### config.mk
export PLATFORM = sky130hd
export DESIGN_NAME = cpu_top
export DESIGN_NICKNAME = d
export VERILOG_FILES = /design/src/hw/isa_pkg.sv /design/src/hw/pipe_pkg.sv /design/src/hw/cpu_top.sv /design/src/hw/hazard_unit.sv /design/src/hw/mem_wb_stage.sv /design/src/hw/execute_stage.sv /design/src/hw/decode_stage.sv /design/src/hw/reg_file.sv
export VERILOG_INCLUDE_DIRS = /design/src /design/src/hw
export SDC_FILE = /design/constraint.sdc
export NUM_CORES = 2
export LEC_CHECK = 0
export BUFFER_PORTS_ARGS = -buffer_cell sky130_fd_sc_hd__buf_2
export CORE_ASPECT_RATIO = 2
export CORE_UTILIZATION = 40
export CTS_CLUSTER_DIAMETER = 80
export DETAILED_ROUTE_END_ITERATION = 6
export PLACE_DENSITY = 0.62
export SYNTH_ARGS = -nofsm -noshare
export SYNTH_HDL_FRONTEND = slang
export SYNTH_HIERARCHICAL = 1
export SYNTH_MEMORY_MAX_BITS = 65536
export SYNTH_SLANG_ARGS = --single-unit
### constraint.sdc
create_clock -name clk -period 4.8 [get_ports clk]
set_clock_uncertainty 0.1 [all_clocks]
set_input_delay 0.48 -clock clk [delete_from_list [all_inputs] [get_ports clk]]
set_output_delay 0.48 -clock clk [all_outputs]
set_load 0.01 [all_outputs]
### src/hw/cpu_cfg.svh
`ifndef CPU_CFG_SVH
`define CPU_CFG_SVH

// Core sizing shared by the packages and the RTL

// Data path and instruction word width
`define CPU_DATA_W 16

// General registers
`define CPU_REG_CNT 8

// Word address bits of the data memory
`define CPU_DMEM_AW 8

`endif
### src/hw/isa_pkg.sv
`include "cpu_cfg.svh"

package isa_pkg;

	typedef logic [`CPU_DATA_W-1:0] word_t;
	typedef logic [$clog2(`CPU_REG_CNT)-1:0] reg_idx_t;

	// Low two bits of the immediate ALU and shift opcodes follow funct_e
	typedef enum logic [4:0] {
		OP_NOP       = 5'b00001,
		OP_ADDI      = 5'b01000,
		OP_SUBI      = 5'b01001,
		OP_XORI      = 5'b01010,
		OP_ANDNI     = 5'b01011,
		OP_ST        = 5'b10000,
		OP_LD        = 5'b10001,
		OP_SLBI      = 5'b10010,
		OP_ROLI      = 5'b10100,
		OP_SLLI      = 5'b10101,
		OP_RORI      = 5'b10110,
		OP_SRLI      = 5'b10111,
		OP_LBI       = 5'b11000,
		OP_ALU_SHIFT = 5'b11010,
		OP_ALU_ARITH = 5'b11011
	} opcode_e;

	// Arithmetic name first, shift name second
	typedef enum logic [1:0] {
		FN_ADD_ROL  = 2'b00,
		FN_SUB_SLL  = 2'b01,
		FN_XOR_ROR  = 2'b10,
		FN_ANDN_SRL = 2'b11
	} funct_e;

	typedef struct packed {
		opcode_e  opcode;
		reg_idx_t rs;
		reg_idx_t rt;
		reg_idx_t rd;
		funct_e   funct;
	} r_fmt_t;

	typedef struct packed {
		opcode_e    opcode;
		reg_idx_t   rs;
		reg_idx_t   rd;
		logic [4:0] imm5;
	} i1_fmt_t;

	typedef struct packed {
		opcode_e    opcode;
		reg_idx_t   rs;
		logic [7:0] imm8;
	} i2_fmt_t;

	typedef union packed {
		r_fmt_t  r_fmt;
		i1_fmt_t i1_fmt;
		i2_fmt_t i2_fmt;
	} instr_u;

endpackage

### src/hw/pipe_pkg.sv
package pipe_pkg;

	// Operand source in execute
	typedef enum logic [1:0] {
		FWD_NONE = 2'b00,
		FWD_MEM  = 2'b01,
		FWD_WB   = 2'b10
	} fwd_e;

	// Decode to execute
	typedef struct packed {
		logic             valid;
		logic             illegal;
		isa_pkg::opcode_e opcode;
		isa_pkg::funct_e  funct;
		isa_pkg::reg_idx_t rs;
		isa_pkg::reg_idx_t rt;
		isa_pkg::word_t   rs_val;
		isa_pkg::word_t   rt_val;
		isa_pkg::reg_idx_t dst;
		logic             reg_write;
		logic             mem_read;
		logic             mem_write;
		logic [4:0]       imm5;
		logic [7:0]       imm8;
	} dec_exe_t;

	// Execute to memory, result holds the address for LD and ST
	typedef struct packed {
		logic              valid;
		isa_pkg::reg_idx_t dst;
		logic              reg_write;
		logic              mem_read;
		logic              mem_write;
		isa_pkg::word_t    result;
		isa_pkg::word_t    st_data;
	} exe_mem_t;

	// One register write, also the result strobe
	typedef struct packed {
		logic              valid;
		isa_pkg::reg_idx_t dst;
		isa_pkg::word_t    data;
	} wb_event_t;

endpackage

### src/hw/cpu_top.sv
module cpu_top (
	input  logic                clk,
	input  logic                rst,
	input  logic                instr_valid,
	input  isa_pkg::instr_u     instr,
	output pipe_pkg::wb_event_t result,
	output logic                err
);

	pipe_pkg::dec_exe_t  dec;
	pipe_pkg::exe_mem_t  exe;
	pipe_pkg::wb_event_t wb;
	pipe_pkg::fwd_e      fwd_rs;
	pipe_pkg::fwd_e      fwd_rt;

	assign result = wb;

	decode_stage u_decode (
		.clk         (clk),
		.rst         (rst),
		.instr_valid (instr_valid),
		.instr       (instr),
		.wb          (wb),
		.dec         (dec)
	);

	execute_stage u_execute (
		.clk     (clk),
		.rst     (rst),
		.dec     (dec),
		.fwd_rs  (fwd_rs),
		.fwd_rt  (fwd_rt),
		.mem_fwd (exe.result),
		.wb_fwd  (wb),
		.exe     (exe)
	);

	mem_wb_stage u_mem_wb (
		.clk (clk),
		.rst (rst),
		.exe (exe),
		.wb  (wb)
	);

	hazard_unit u_hazard (
		.dec    (dec),
		.exe    (exe),
		.wb     (wb),
		.fwd_rs (fwd_rs),
		.fwd_rt (fwd_rt),
		.err    (err)
	);

endmodule

### src/hw/hazard_unit.sv
module hazard_unit (
	input  pipe_pkg::dec_exe_t  dec,
	input  pipe_pkg::exe_mem_t  exe,
	input  pipe_pkg::wb_event_t wb,
	output pipe_pkg::fwd_e      fwd_rs,
	output pipe_pkg::fwd_e      fwd_rt,
	output logic                err
);

	logic rs_used;
	logic rt_used;

	function automatic logic mem_hit(isa_pkg::reg_idx_t idx);
		return exe.valid && exe.reg_write && exe.dst == idx;
	endfunction

	// Memory stage first, a load there has no data yet
	function automatic pipe_pkg::fwd_e fwd_sel(isa_pkg::reg_idx_t idx);
		if (mem_hit(idx))
			return exe.mem_read ? pipe_pkg::FWD_NONE : pipe_pkg::FWD_MEM;
		if (wb.valid && wb.dst == idx)
			return pipe_pkg::FWD_WB;
		return pipe_pkg::FWD_NONE;
	endfunction

	assign rs_used = !(dec.opcode == isa_pkg::OP_NOP || dec.opcode == isa_pkg::OP_LBI);
	assign rt_used = dec.opcode == isa_pkg::OP_ALU_SHIFT || dec.opcode == isa_pkg::OP_ALU_ARITH ||
		dec.opcode == isa_pkg::OP_ST;

	assign fwd_rs = fwd_sel(dec.rs);
	assign fwd_rt = fwd_sel(dec.rt);

	// Load-use one cycle apart cannot be covered without a stall
	assign err = dec.illegal ||
		(dec.valid && exe.mem_read && rs_used && mem_hit(dec.rs)) ||
		(dec.valid && exe.mem_read && rt_used && mem_hit(dec.rt));

endmodule

### src/hw/mem_wb_stage.sv
`include "cpu_cfg.svh"

module mem_wb_stage (
	input  logic                clk,
	input  logic                rst,
	input  pipe_pkg::exe_mem_t  exe,
	output pipe_pkg::wb_event_t wb
);

	isa_pkg::word_t          dmem [2**`CPU_DMEM_AW];
	logic [`CPU_DMEM_AW-1:0] addr;

	// Word index from the low address bits
	assign addr = exe.result[`CPU_DMEM_AW-1:0];

	always_ff @(posedge clk) begin
		if (exe.valid && exe.mem_write)
			dmem[addr] <= exe.st_data;
	end

	// Load data is read on the same edge that loads write-back
	always_ff @(posedge clk) begin
		wb.dst <= exe.dst;
		if (exe.mem_read)
			wb.data <= dmem[addr];
		else
			wb.data <= exe.result;
		if (rst)
			wb.valid <= 1'b0;
		else
			wb.valid <= exe.valid & exe.reg_write;
	end

endmodule

### src/hw/execute_stage.sv
`include "cpu_cfg.svh"

module execute_stage (
	input  logic                clk,
	input  logic                rst,
	input  pipe_pkg::dec_exe_t  dec,
	input  pipe_pkg::fwd_e      fwd_rs,
	input  pipe_pkg::fwd_e      fwd_rt,
	input  isa_pkg::word_t      mem_fwd,
	input  pipe_pkg::wb_event_t wb_fwd,
	output pipe_pkg::exe_mem_t  exe
);

	isa_pkg::word_t           op_a;
	isa_pkg::word_t           rt_op;
	isa_pkg::word_t           op_b;
	isa_pkg::funct_e          alu_fn;
	logic [3:0]               amt;
	logic [2*`CPU_DATA_W-1:0] rol_full;
	logic [2*`CPU_DATA_W-1:0] ror_full;
	isa_pkg::word_t           add_res;
	isa_pkg::word_t           arith_res;
	isa_pkg::word_t           shift_res;
	isa_pkg::word_t           result;

	function automatic isa_pkg::word_t fwd_pick(pipe_pkg::fwd_e sel, isa_pkg::word_t rf_val);
		case (sel)
			pipe_pkg::FWD_MEM: return mem_fwd;
			pipe_pkg::FWD_WB:  return wb_fwd.data;
			default:           return rf_val;
		endcase
	endfunction

	assign op_a  = fwd_pick(fwd_rs, dec.rs_val);
	assign rt_op = fwd_pick(fwd_rt, dec.rt_val);

	// Second operand
	always_comb begin
		case (dec.opcode)
			isa_pkg::OP_ADDI, isa_pkg::OP_SUBI, isa_pkg::OP_LD, isa_pkg::OP_ST:
				op_b = {{(`CPU_DATA_W-5){dec.imm5[4]}}, dec.imm5};
			isa_pkg::OP_XORI, isa_pkg::OP_ANDNI:
				op_b = {{(`CPU_DATA_W-5){1'b0}}, dec.imm5};
			isa_pkg::OP_ROLI, isa_pkg::OP_SLLI, isa_pkg::OP_RORI, isa_pkg::OP_SRLI:
				op_b = {{(`CPU_DATA_W-4){1'b0}}, dec.imm5[3:0]};
			default:
				op_b = rt_op;
		endcase
	end

	// Immediate opcodes carry the function in their low two bits
	assign alu_fn = (dec.opcode == isa_pkg::OP_ALU_SHIFT || dec.opcode == isa_pkg::OP_ALU_ARITH) ?
		dec.funct : isa_pkg::funct_e'(dec.opcode[1:0]);

	assign amt      = op_b[3:0];
	assign rol_full = {op_a, op_a} << amt;
	assign ror_full = {op_a, op_a} >> amt;
	assign add_res  = op_a + op_b;

	always_comb begin
		case (alu_fn)
			isa_pkg::FN_ADD_ROL: begin
				arith_res = add_res;
				shift_res = rol_full[2*`CPU_DATA_W-1:`CPU_DATA_W];
			end
			// Subtract is reversed, rt or imm minus rs
			isa_pkg::FN_SUB_SLL: begin
				arith_res = op_b - op_a;
				shift_res = op_a << amt;
			end
			isa_pkg::FN_XOR_ROR: begin
				arith_res = op_a ^ op_b;
				shift_res = ror_full[`CPU_DATA_W-1:0];
			end
			default: begin
				arith_res = op_a & ~op_b;
				shift_res = op_a >> amt;
			end
		endcase
	end

	// Output select
	always_comb begin
		case (dec.opcode)
			isa_pkg::OP_LBI:
				result = {{(`CPU_DATA_W-8){dec.imm8[7]}}, dec.imm8};
			isa_pkg::OP_SLBI:
				result = {op_a[`CPU_DATA_W-9:0], dec.imm8};
			isa_pkg::OP_LD, isa_pkg::OP_ST:
				result = add_res;
			isa_pkg::OP_ROLI, isa_pkg::OP_SLLI, isa_pkg::OP_RORI, isa_pkg::OP_SRLI,
			isa_pkg::OP_ALU_SHIFT:
				result = shift_res;
			default:
				result = arith_res;
		endcase
	end

	always_ff @(posedge clk) begin
		exe.dst     <= dec.dst;
		exe.result  <= result;
		exe.st_data <= rt_op;
		if (rst) begin
			exe.valid     <= 1'b0;
			exe.reg_write <= 1'b0;
			exe.mem_read  <= 1'b0;
			exe.mem_write <= 1'b0;
		end else begin
			exe.valid     <= dec.valid;
			exe.reg_write <= dec.reg_write;
			exe.mem_read  <= dec.mem_read;
			exe.mem_write <= dec.mem_write;
		end
	end

endmodule

### src/hw/decode_stage.sv
module decode_stage (
	input  logic                clk,
	input  logic                rst,
	input  logic                instr_valid,
	input  isa_pkg::instr_u     instr,
	input  pipe_pkg::wb_event_t wb,
	output pipe_pkg::dec_exe_t  dec
);

	logic              valid_q;
	isa_pkg::instr_u   instr_q;
	logic              reg_write;
	logic              mem_read;
	logic              mem_write;
	logic              illegal;
	isa_pkg::reg_idx_t dst;
	isa_pkg::word_t    rs_val;
	isa_pkg::word_t    rt_val;

	// Instruction capture
	always_ff @(posedge clk) begin
		if (rst)
			valid_q <= 1'b0;
		else
			valid_q <= instr_valid;
		if (instr_valid)
			instr_q <= instr;
	end

	always_comb begin
		reg_write = 1'b0;
		mem_read  = 1'b0;
		mem_write = 1'b0;
		illegal   = 1'b0;
		dst       = instr_q.i1_fmt.rd;
		case (instr_q.r_fmt.opcode)
			isa_pkg::OP_NOP: ;
			isa_pkg::OP_ADDI, isa_pkg::OP_SUBI, isa_pkg::OP_XORI, isa_pkg::OP_ANDNI,
			isa_pkg::OP_ROLI, isa_pkg::OP_SLLI, isa_pkg::OP_RORI, isa_pkg::OP_SRLI:
				reg_write = 1'b1;
			isa_pkg::OP_LD: begin
				reg_write = 1'b1;
				mem_read  = 1'b1;
			end
			isa_pkg::OP_ST:
				mem_write = 1'b1;
			// Byte loads target their own rs field
			isa_pkg::OP_LBI, isa_pkg::OP_SLBI: begin
				reg_write = 1'b1;
				dst       = instr_q.i2_fmt.rs;
			end
			isa_pkg::OP_ALU_SHIFT, isa_pkg::OP_ALU_ARITH: begin
				reg_write = 1'b1;
				dst       = instr_q.r_fmt.rd;
			end
			default:
				illegal = 1'b1;
		endcase
	end

	reg_file rf (
		.clk    (clk),
		.rst    (rst),
		.rs_idx (instr_q.r_fmt.rs),
		.rt_idx (instr_q.r_fmt.rt),
		.wr     (wb),
		.rs_val (rs_val),
		.rt_val (rt_val)
	);

	always_ff @(posedge clk) begin
		dec.opcode <= instr_q.r_fmt.opcode;
		dec.funct  <= instr_q.r_fmt.funct;
		dec.rs     <= instr_q.r_fmt.rs;
		dec.rt     <= instr_q.r_fmt.rt;
		dec.rs_val <= rs_val;
		dec.rt_val <= rt_val;
		dec.dst    <= dst;
		dec.imm5   <= instr_q.i1_fmt.imm5;
		dec.imm8   <= instr_q.i2_fmt.imm8;
		if (rst) begin
			dec.valid     <= 1'b0;
			dec.illegal   <= 1'b0;
			dec.reg_write <= 1'b0;
			dec.mem_read  <= 1'b0;
			dec.mem_write <= 1'b0;
		end else begin
			dec.valid     <= valid_q;
			dec.illegal   <= valid_q & illegal;
			dec.reg_write <= valid_q & reg_write;
			dec.mem_read  <= valid_q & mem_read;
			dec.mem_write <= valid_q & mem_write;
		end
	end

endmodule

### src/hw/reg_file.sv
`include "cpu_cfg.svh"

module reg_file (
	input  logic                clk,
	input  logic                rst,
	input  isa_pkg::reg_idx_t   rs_idx,
	input  isa_pkg::reg_idx_t   rt_idx,
	input  pipe_pkg::wb_event_t wr,
	output isa_pkg::word_t      rs_val,
	output isa_pkg::word_t      rt_val
);

	isa_pkg::word_t regs [`CPU_REG_CNT];

	// Write in flight wins over the stored value
	function automatic isa_pkg::word_t read_port(isa_pkg::reg_idx_t idx);
		if (wr.valid && wr.dst == idx)
			return wr.data;
		return regs[idx];
	endfunction

	always_ff @(posedge clk) begin
		if (rst) begin
			for (int i = 0; i < `CPU_REG_CNT; i++)
				regs[i] <= '0;
		end else if (wr.valid) begin
			regs[wr.dst] <= wr.data;
		end
	end

	assign rs_val = read_port(rs_idx);
	assign rt_val = read_port(rt_idx);

endmodule

# Word-level counts from Yosys, hierarchy flattened
# Memories as Yosys holds them, arrays and structs flattened. A register that Yosys moved wholly into a read port is not among the register bits.
# Index checks and enable logic that the tools add are counted.
dict set report word_totals {
  ff_bits 142
  word_cells 160
  mem_bits_rw 4224
  memories 2
}
# name words word_bits rd rd_clocked_by_memory_dff wr line_no
set mem_list {}
lappend mem_list {u_mem_wb.dmem 256 16 1 1 1 mem_wb_stage.sv:10} ;# isa_pkg::word_t dmem [2**`CPU_DMEM_AW];
lappend mem_list {u_decode.rf.regs 8 16 2 2 8 reg_file.sv:13} ;# isa_pkg::word_t regs [`CPU_REG_CNT];
dict set report op_classes {
  mux 46
  bitwise 8
  n_shift 4
  n_reduce_logical 30
  addsub 2
  eq_ne 42
}
# operator count
set op_table {}
lappend op_table {{one-hot mux 16 bit (3 select lines)} 3}
lappend op_table {{equality test 5 bit (second input constant)} 20}
lappend op_table {{2-to-1 mux 16 bit} 6}
lappend op_table {{one-hot mux 16 bit (2 select lines)} 2}
lappend op_table {{one-hot mux 16 bit (4 select lines)} 1}
lappend op_table {{equality test 5 x 4 -> 1 bit (second input constant)} 8}
lappend op_table {{<< shifter 32 x 4 -> 32 bit} 1}
lappend op_table {{>> shifter 32 x 4 -> 16 bit} 1}
lappend op_table {{2-to-1 mux 1 bit} 21}
lappend op_table {{equality test 3 bit} 6}
lappend op_table {{2-to-1 mux 2 bit} 9}
lappend op_table {{adder 16 bit} 1}
lappend op_table {{AND 16 bit} 1}
lappend op_table {{NOT 16 bit} 1}
lappend op_table {{OR reduction 16 bit} 1}
lappend op_table {{<< shifter 16 x 4 -> 16 bit} 1}
lappend op_table {{>> shifter 16 x 4 -> 16 bit} 1}
lappend op_table {{subtractor 16 bit} 1}
lappend op_table {{XOR 16 bit} 1}
lappend op_table {{OR reduction 15 bit} 1}
lappend op_table {{logical AND 1 bit} 13}
lappend op_table {{OR reduction 13 bit} 1}
lappend op_table {{equality test 5 x 1 -> 1 bit (second input constant)} 2}
lappend op_table {{2-to-1 mux 3 bit} 3}
lappend op_table {{other kinds (10)} 26}

# Logic depth before layout (Yosys ltp)
dict set report depth {
  word_depth 13
  depth_mapped 23
  depth_no_buf 19
}

# Hierarchy
# The synthesis kept the hierarchy.
# module area_per_inst_um2 seq_area_each_um2 cells_per_inst n_inst
set modules_own_cells {}
lappend modules_own_cells {mem_wb_stage 157873.9 123398.3 7130 1}
lappend modules_own_cells {reg_file 7453.4 3843.7 445 1}
lappend modules_own_cells {execute_stage 6394.9 780.7 862 1}
lappend modules_own_cells {decode_stage 1910.6 1621.6 114 1}
lappend modules_own_cells {hazard_unit 217.7 0.0 30 1}

# Least setup slack after synthesis
# OpenSTA, ideal clock, no wires.
dict set report synth_path {
  kind {register to register}
  from {reg, netlist name u_decode/dec[7]}
  to {reg, netlist name u_execute/exe[30]}
  setup_ns 0.143
  period_less_slack_ns 5.142
  required_time_ns 4.557
  arrival_ns 4.899
  path_slack_ns -0.342
  n_path_buf 5
  stages_incl_launch_ff 22
  cell_sequence {dfxtp_1 > buf_4 > xor2_1 > nor4_1 > nor2b_1 > inv_1 > ha_1 > clkbuf_1 > o21ai_0 > mux2i_4 > buf_2 > buf_1 > ha_1 > clkbuf_1 > nor2b_1 > o311ai_1 > a211oi_1 > o41ai_1 > o21bai_1 > a2111o_1 > o2111ai_1 > o311ai_1}
}
dict set report synth_between {
  elab_chain_len 1
}
# item line_no
set synth_rtl {}
lappend synth_rtl {{one-hot mux 16 bit (4 select lines)} execute_stage.sv:84} ;# case (dec.opcode)
lappend synth_rtl {{net u_execute.result[14]} execute_stage.sv:24} ;# isa_pkg::word_t result;
# The timed path passes the listed nets, and every way through them passes these cells.
# A chain may end at the register's enable or synchronous reset.

==> key figures <==
Status
  • Status: complete, but fails checks
  • Violated checks: slew limit, setup timing

Routing
  • Final ANT Viol Nets: 0
  • Via count: 92400
  • Post-Route WL: 564000 um
  • Average routed wire per standard cell: 36.6 um
  • Drt first pass iters: 6
  • Iteration-0 DRC Markers: 9865
  • Residual DRC: 0
  • Via-per-instance ratio: 5.99

Floorplan
  • Die extent in y: 934 um
  • I/O Pins: 40
  • Initial Utilization: 40.1%
  • Die width: 468 um
  • Core area: 0.433 mm2
  • Die ar.: 0.437 mm2
  • Row cnt: 342

Global routing
  • GRT Total Usage: 25.6%
  • First-pass GRT wire length: 773000 um
  • Largest net degree at the start of global routing: 165
  • Initial antenna violation count: 18
  • Vias in the first global route: 95200
  • Gr ovfl total: 0

Yosys
  • Post-synthesis async set-or-reset flop share: 0%
  • Syn Std Cell Area: 0.174 mm2
  • Yosys cell types: 104
  • Synthesized Nets: 8652
  • Ys Warns: 6
  • Post-synthesis sequential area ratio: 74.6%
  • Post-synthesis register bit count: 4356
  • Post-synth EDFFs: 4240
  • Mapped Cells: 8581
  • Post-synth top area cell: edfxtp_1
  • Syn_area_per_cell: 20.3 um2
  • Prevailing post-synth register cell: edfxtp_1
  • Synth top area cells: edfxtp_1 (73%), mux4_2 (13%), mux2i_1 (1.5%)
  • Top cell type's share of synthesized area: 73.2%

Placement
  • IO buf count: 39
  • DP Area: 0.187 mm2
  • Pre-CTS WS: -0.572 ns
  • DP HPWL: 369000 um
  • Gp weighted congestion: 0.951

Cells and area
  • Most common cell after layout, fill and taps aside: edfxtp_1
  • Final core occ: 46.1%
  • Most frequent cells in the layout: edfxtp_1 (4240), mux4_2 (973), buf_4 (838)
  • Layout cells sized above 1: 29.1%
  • Design Area, Final: 0.200 mm2
  • Nets: 9508
  • Area Overhead vs Synth: 14.8%

CTS
  • CTS H-tree depth: 5
  • Bufs on Longest Clock Path: 4
  • TritonCTS clock tree: built
  • CTS Sinks: 4356
  • Clk_lat worst skew: 0.96 ns
  • CTS Buf Count: 357
  • Worst-path clk slew: 0.07 ns
  • Root Driver: clkbuf_16

Setup path
  • Crit. End Element: flip-flop
  • Reg2Reg Launch Point: u_execute/exe[21]
  • Reg2Reg Setup Slack: -0.08 ns
  • Critical Path Fanout Max: 18
  • Worst setup path end: u_mem_wb/wb[7]
  • R2r worst-path depth: 9
  • CP Launch Type: flip-flop
  • Worst Path Class, Setup: reg2reg
  • CP Launch Point: u_execute/exe[21]
  • Arrival time of the worst setup path: 5.65 ns
  • CP required: 5.57 ns
  • Worst r2r dst: u_mem_wb/wb[7]

Power
  • Maximum vdd drop: 0.312 mV
  • Pwr dens: 510 mW/mm2
  • Leakage: 63.9 nW

STA
  • Hold_ws: 0.143 ns
  • Slack of the critical path: -0.0788 ns
  • Final Max Slew Viols: 55
  • FMAX: 205 MHz
  • Final period utilization: 102%
  • RSZ-0062 raised after global routing: true
  • Fin crit period: 4.88 ns
  • Final setup fails: 2
  • Slew @ Worst Pin: 1.60 ns
  • Relative slew slack: -6.88%
  • Final hold violations: 0
  • Setup tns final: -0.107 ns

Job
  • Max cap viols: 0

Worst hold path
  • Min-Delay Path Class: in2reg
  • Hold depth: 2
==> flip-flops by register name (all words and copies together), names as in the netlist <==
register / cells
u_mem_wb/dmem: 4096
u_decode/rf/regs: 128
u_decode/dec: 56
u_execute/exe: 39
u_mem_wb/wb: 20
u_decode/instr_q: 16
u_decode/valid_q: 1
==> timing repair <==
| action | 4_1_cts | 5_1_grt |
|---|---|---|
| endpoints found under the setup margin | 7 | 14 |
| endpoints found under the hold margin | 41 | 0 |
| setup buffers | 0 | 16 |
| pin swaps | 0 | 20 |
| resized for setup | 8 | 64 |
| hold buffers | 18 | 0 |
| cloned | 0 | 2 |
==> per-stage QoR <==
stage                     std cells  power (mW)
after floorplan                8581        59.1
after detailed placement      14700        71.9
final                         15400         102
after CTS                     15400         102
after global placement        14700        71.7
after global routing          15400         104
==> Yosys cell counts, types with 11 or more instances <==
library cell and n:
a221oi_1 36, nand3_1 58, o211ai_1 21, o22ai_1 187, o2111ai_1 13, o221ai_1 35
o21ai_0 122, and2_1 135, buf_6 79, mux2_4 11, o21ai_1 21, inv_1 60
dfxtp_1 116, a21oi_1 135, mux2_2 121, mux4_2 973, nand2_1 307, nor4_1 13
a31oi_1 46, or2_2 13, nand2b_1 20, a21o_1 13, nand4_1 18, edfxtp_1 4240
a22oi_1 110, o22a_1 14, nor3_1 42, xnor2_1 28, a211o_1 11, nor2_1 408
a2111oi_0 11, a22o_1 27, buf_2 129, a311oi_1 12, ha_1 50, mux2i_1 260
a32oi_1 33, nor2b_1 36, a211oi_1 38, clkbuf_1 210, buf_4 74, mux4_1 61
buf_1 30, a221o_1 12
==> kinds of logic (layout without fill, tap and decap cells) <==
group	after synthesis	after routing	share of synthesized area [%]
DFF	4356	4356	74.6
buffers and inverters	597	1742	1.95
other	0	16	0
and+or+nand+nor	1123	1123	3.01
AOI/OAI and AO/OA	986	986	3.95
muxes	1430	1430	15.9
adders and majority gates	52	52	0.383
xor gates and xnor gates	37	37	0.186
==> area by class of cell <==
class                   count  area (um2)
multi-input cells        3628       41400
diodes                     16        40.0
repair buffers           1029        9260
clock buffers             410        9270
clock inverters           238        2480
fillers                 36000      233000
inverters                  65         256
flip-flops and latches   4356      130000
well taps                5676        7100
==> how the worst min path moves through the flow <==
stage	to	startpoint	slack, ns
floorplan	u_execute/exe[35]	u_decode/dec[16]	0.21
global placement	u_decode/dec[0]	u_decode/instr_q[0]	0.24
detailed placement	u_decode/dec[0]	u_decode/instr_q[0]	0.23
CTS	u_decode/instr_q[7]	instr[7]	0.08
global route	u_decode/instr_q[13]	instr[13]	0.15
finish	u_decode/instr_q[13]	instr[13]	0.14
==> report_power, final <==
part / switching [mW] / internal (mW) / leakage (nW)
Combinational: 17.4 / 10.0 / 18.6
Clock: 14.0 / 16.2 / 5.71
Sequential: 1.16 / 43.0 / 39.6
Total: 32.5 / 69.2 / 63.9
==> per-layer routing <==
layer / routed length, um / vias up / GRT usage, %
li1: - / 37400 / -
met1: 175000 / 49400 / 26.0
met2: 293000 / 4298 / 44.9
met3: 34500 / 1372 / 3.65
met4: 61500 / 2 / 23.6
met5: 17 / - / 0
==> critical path, stage by stage (launching register included) <==
cell,delay [ns]
dfxtp_4,0.77
buf_4,0.43
or4b_2,0.61
buf_4,0.23
nor2b_1,0.98
o21ai_1,0.20
a31oi_1,0.78
nor3_1,0.20
o211ai_1,0.14
a22o_1,0.20
Note: power is estimated with default switching activity, not from simulation.
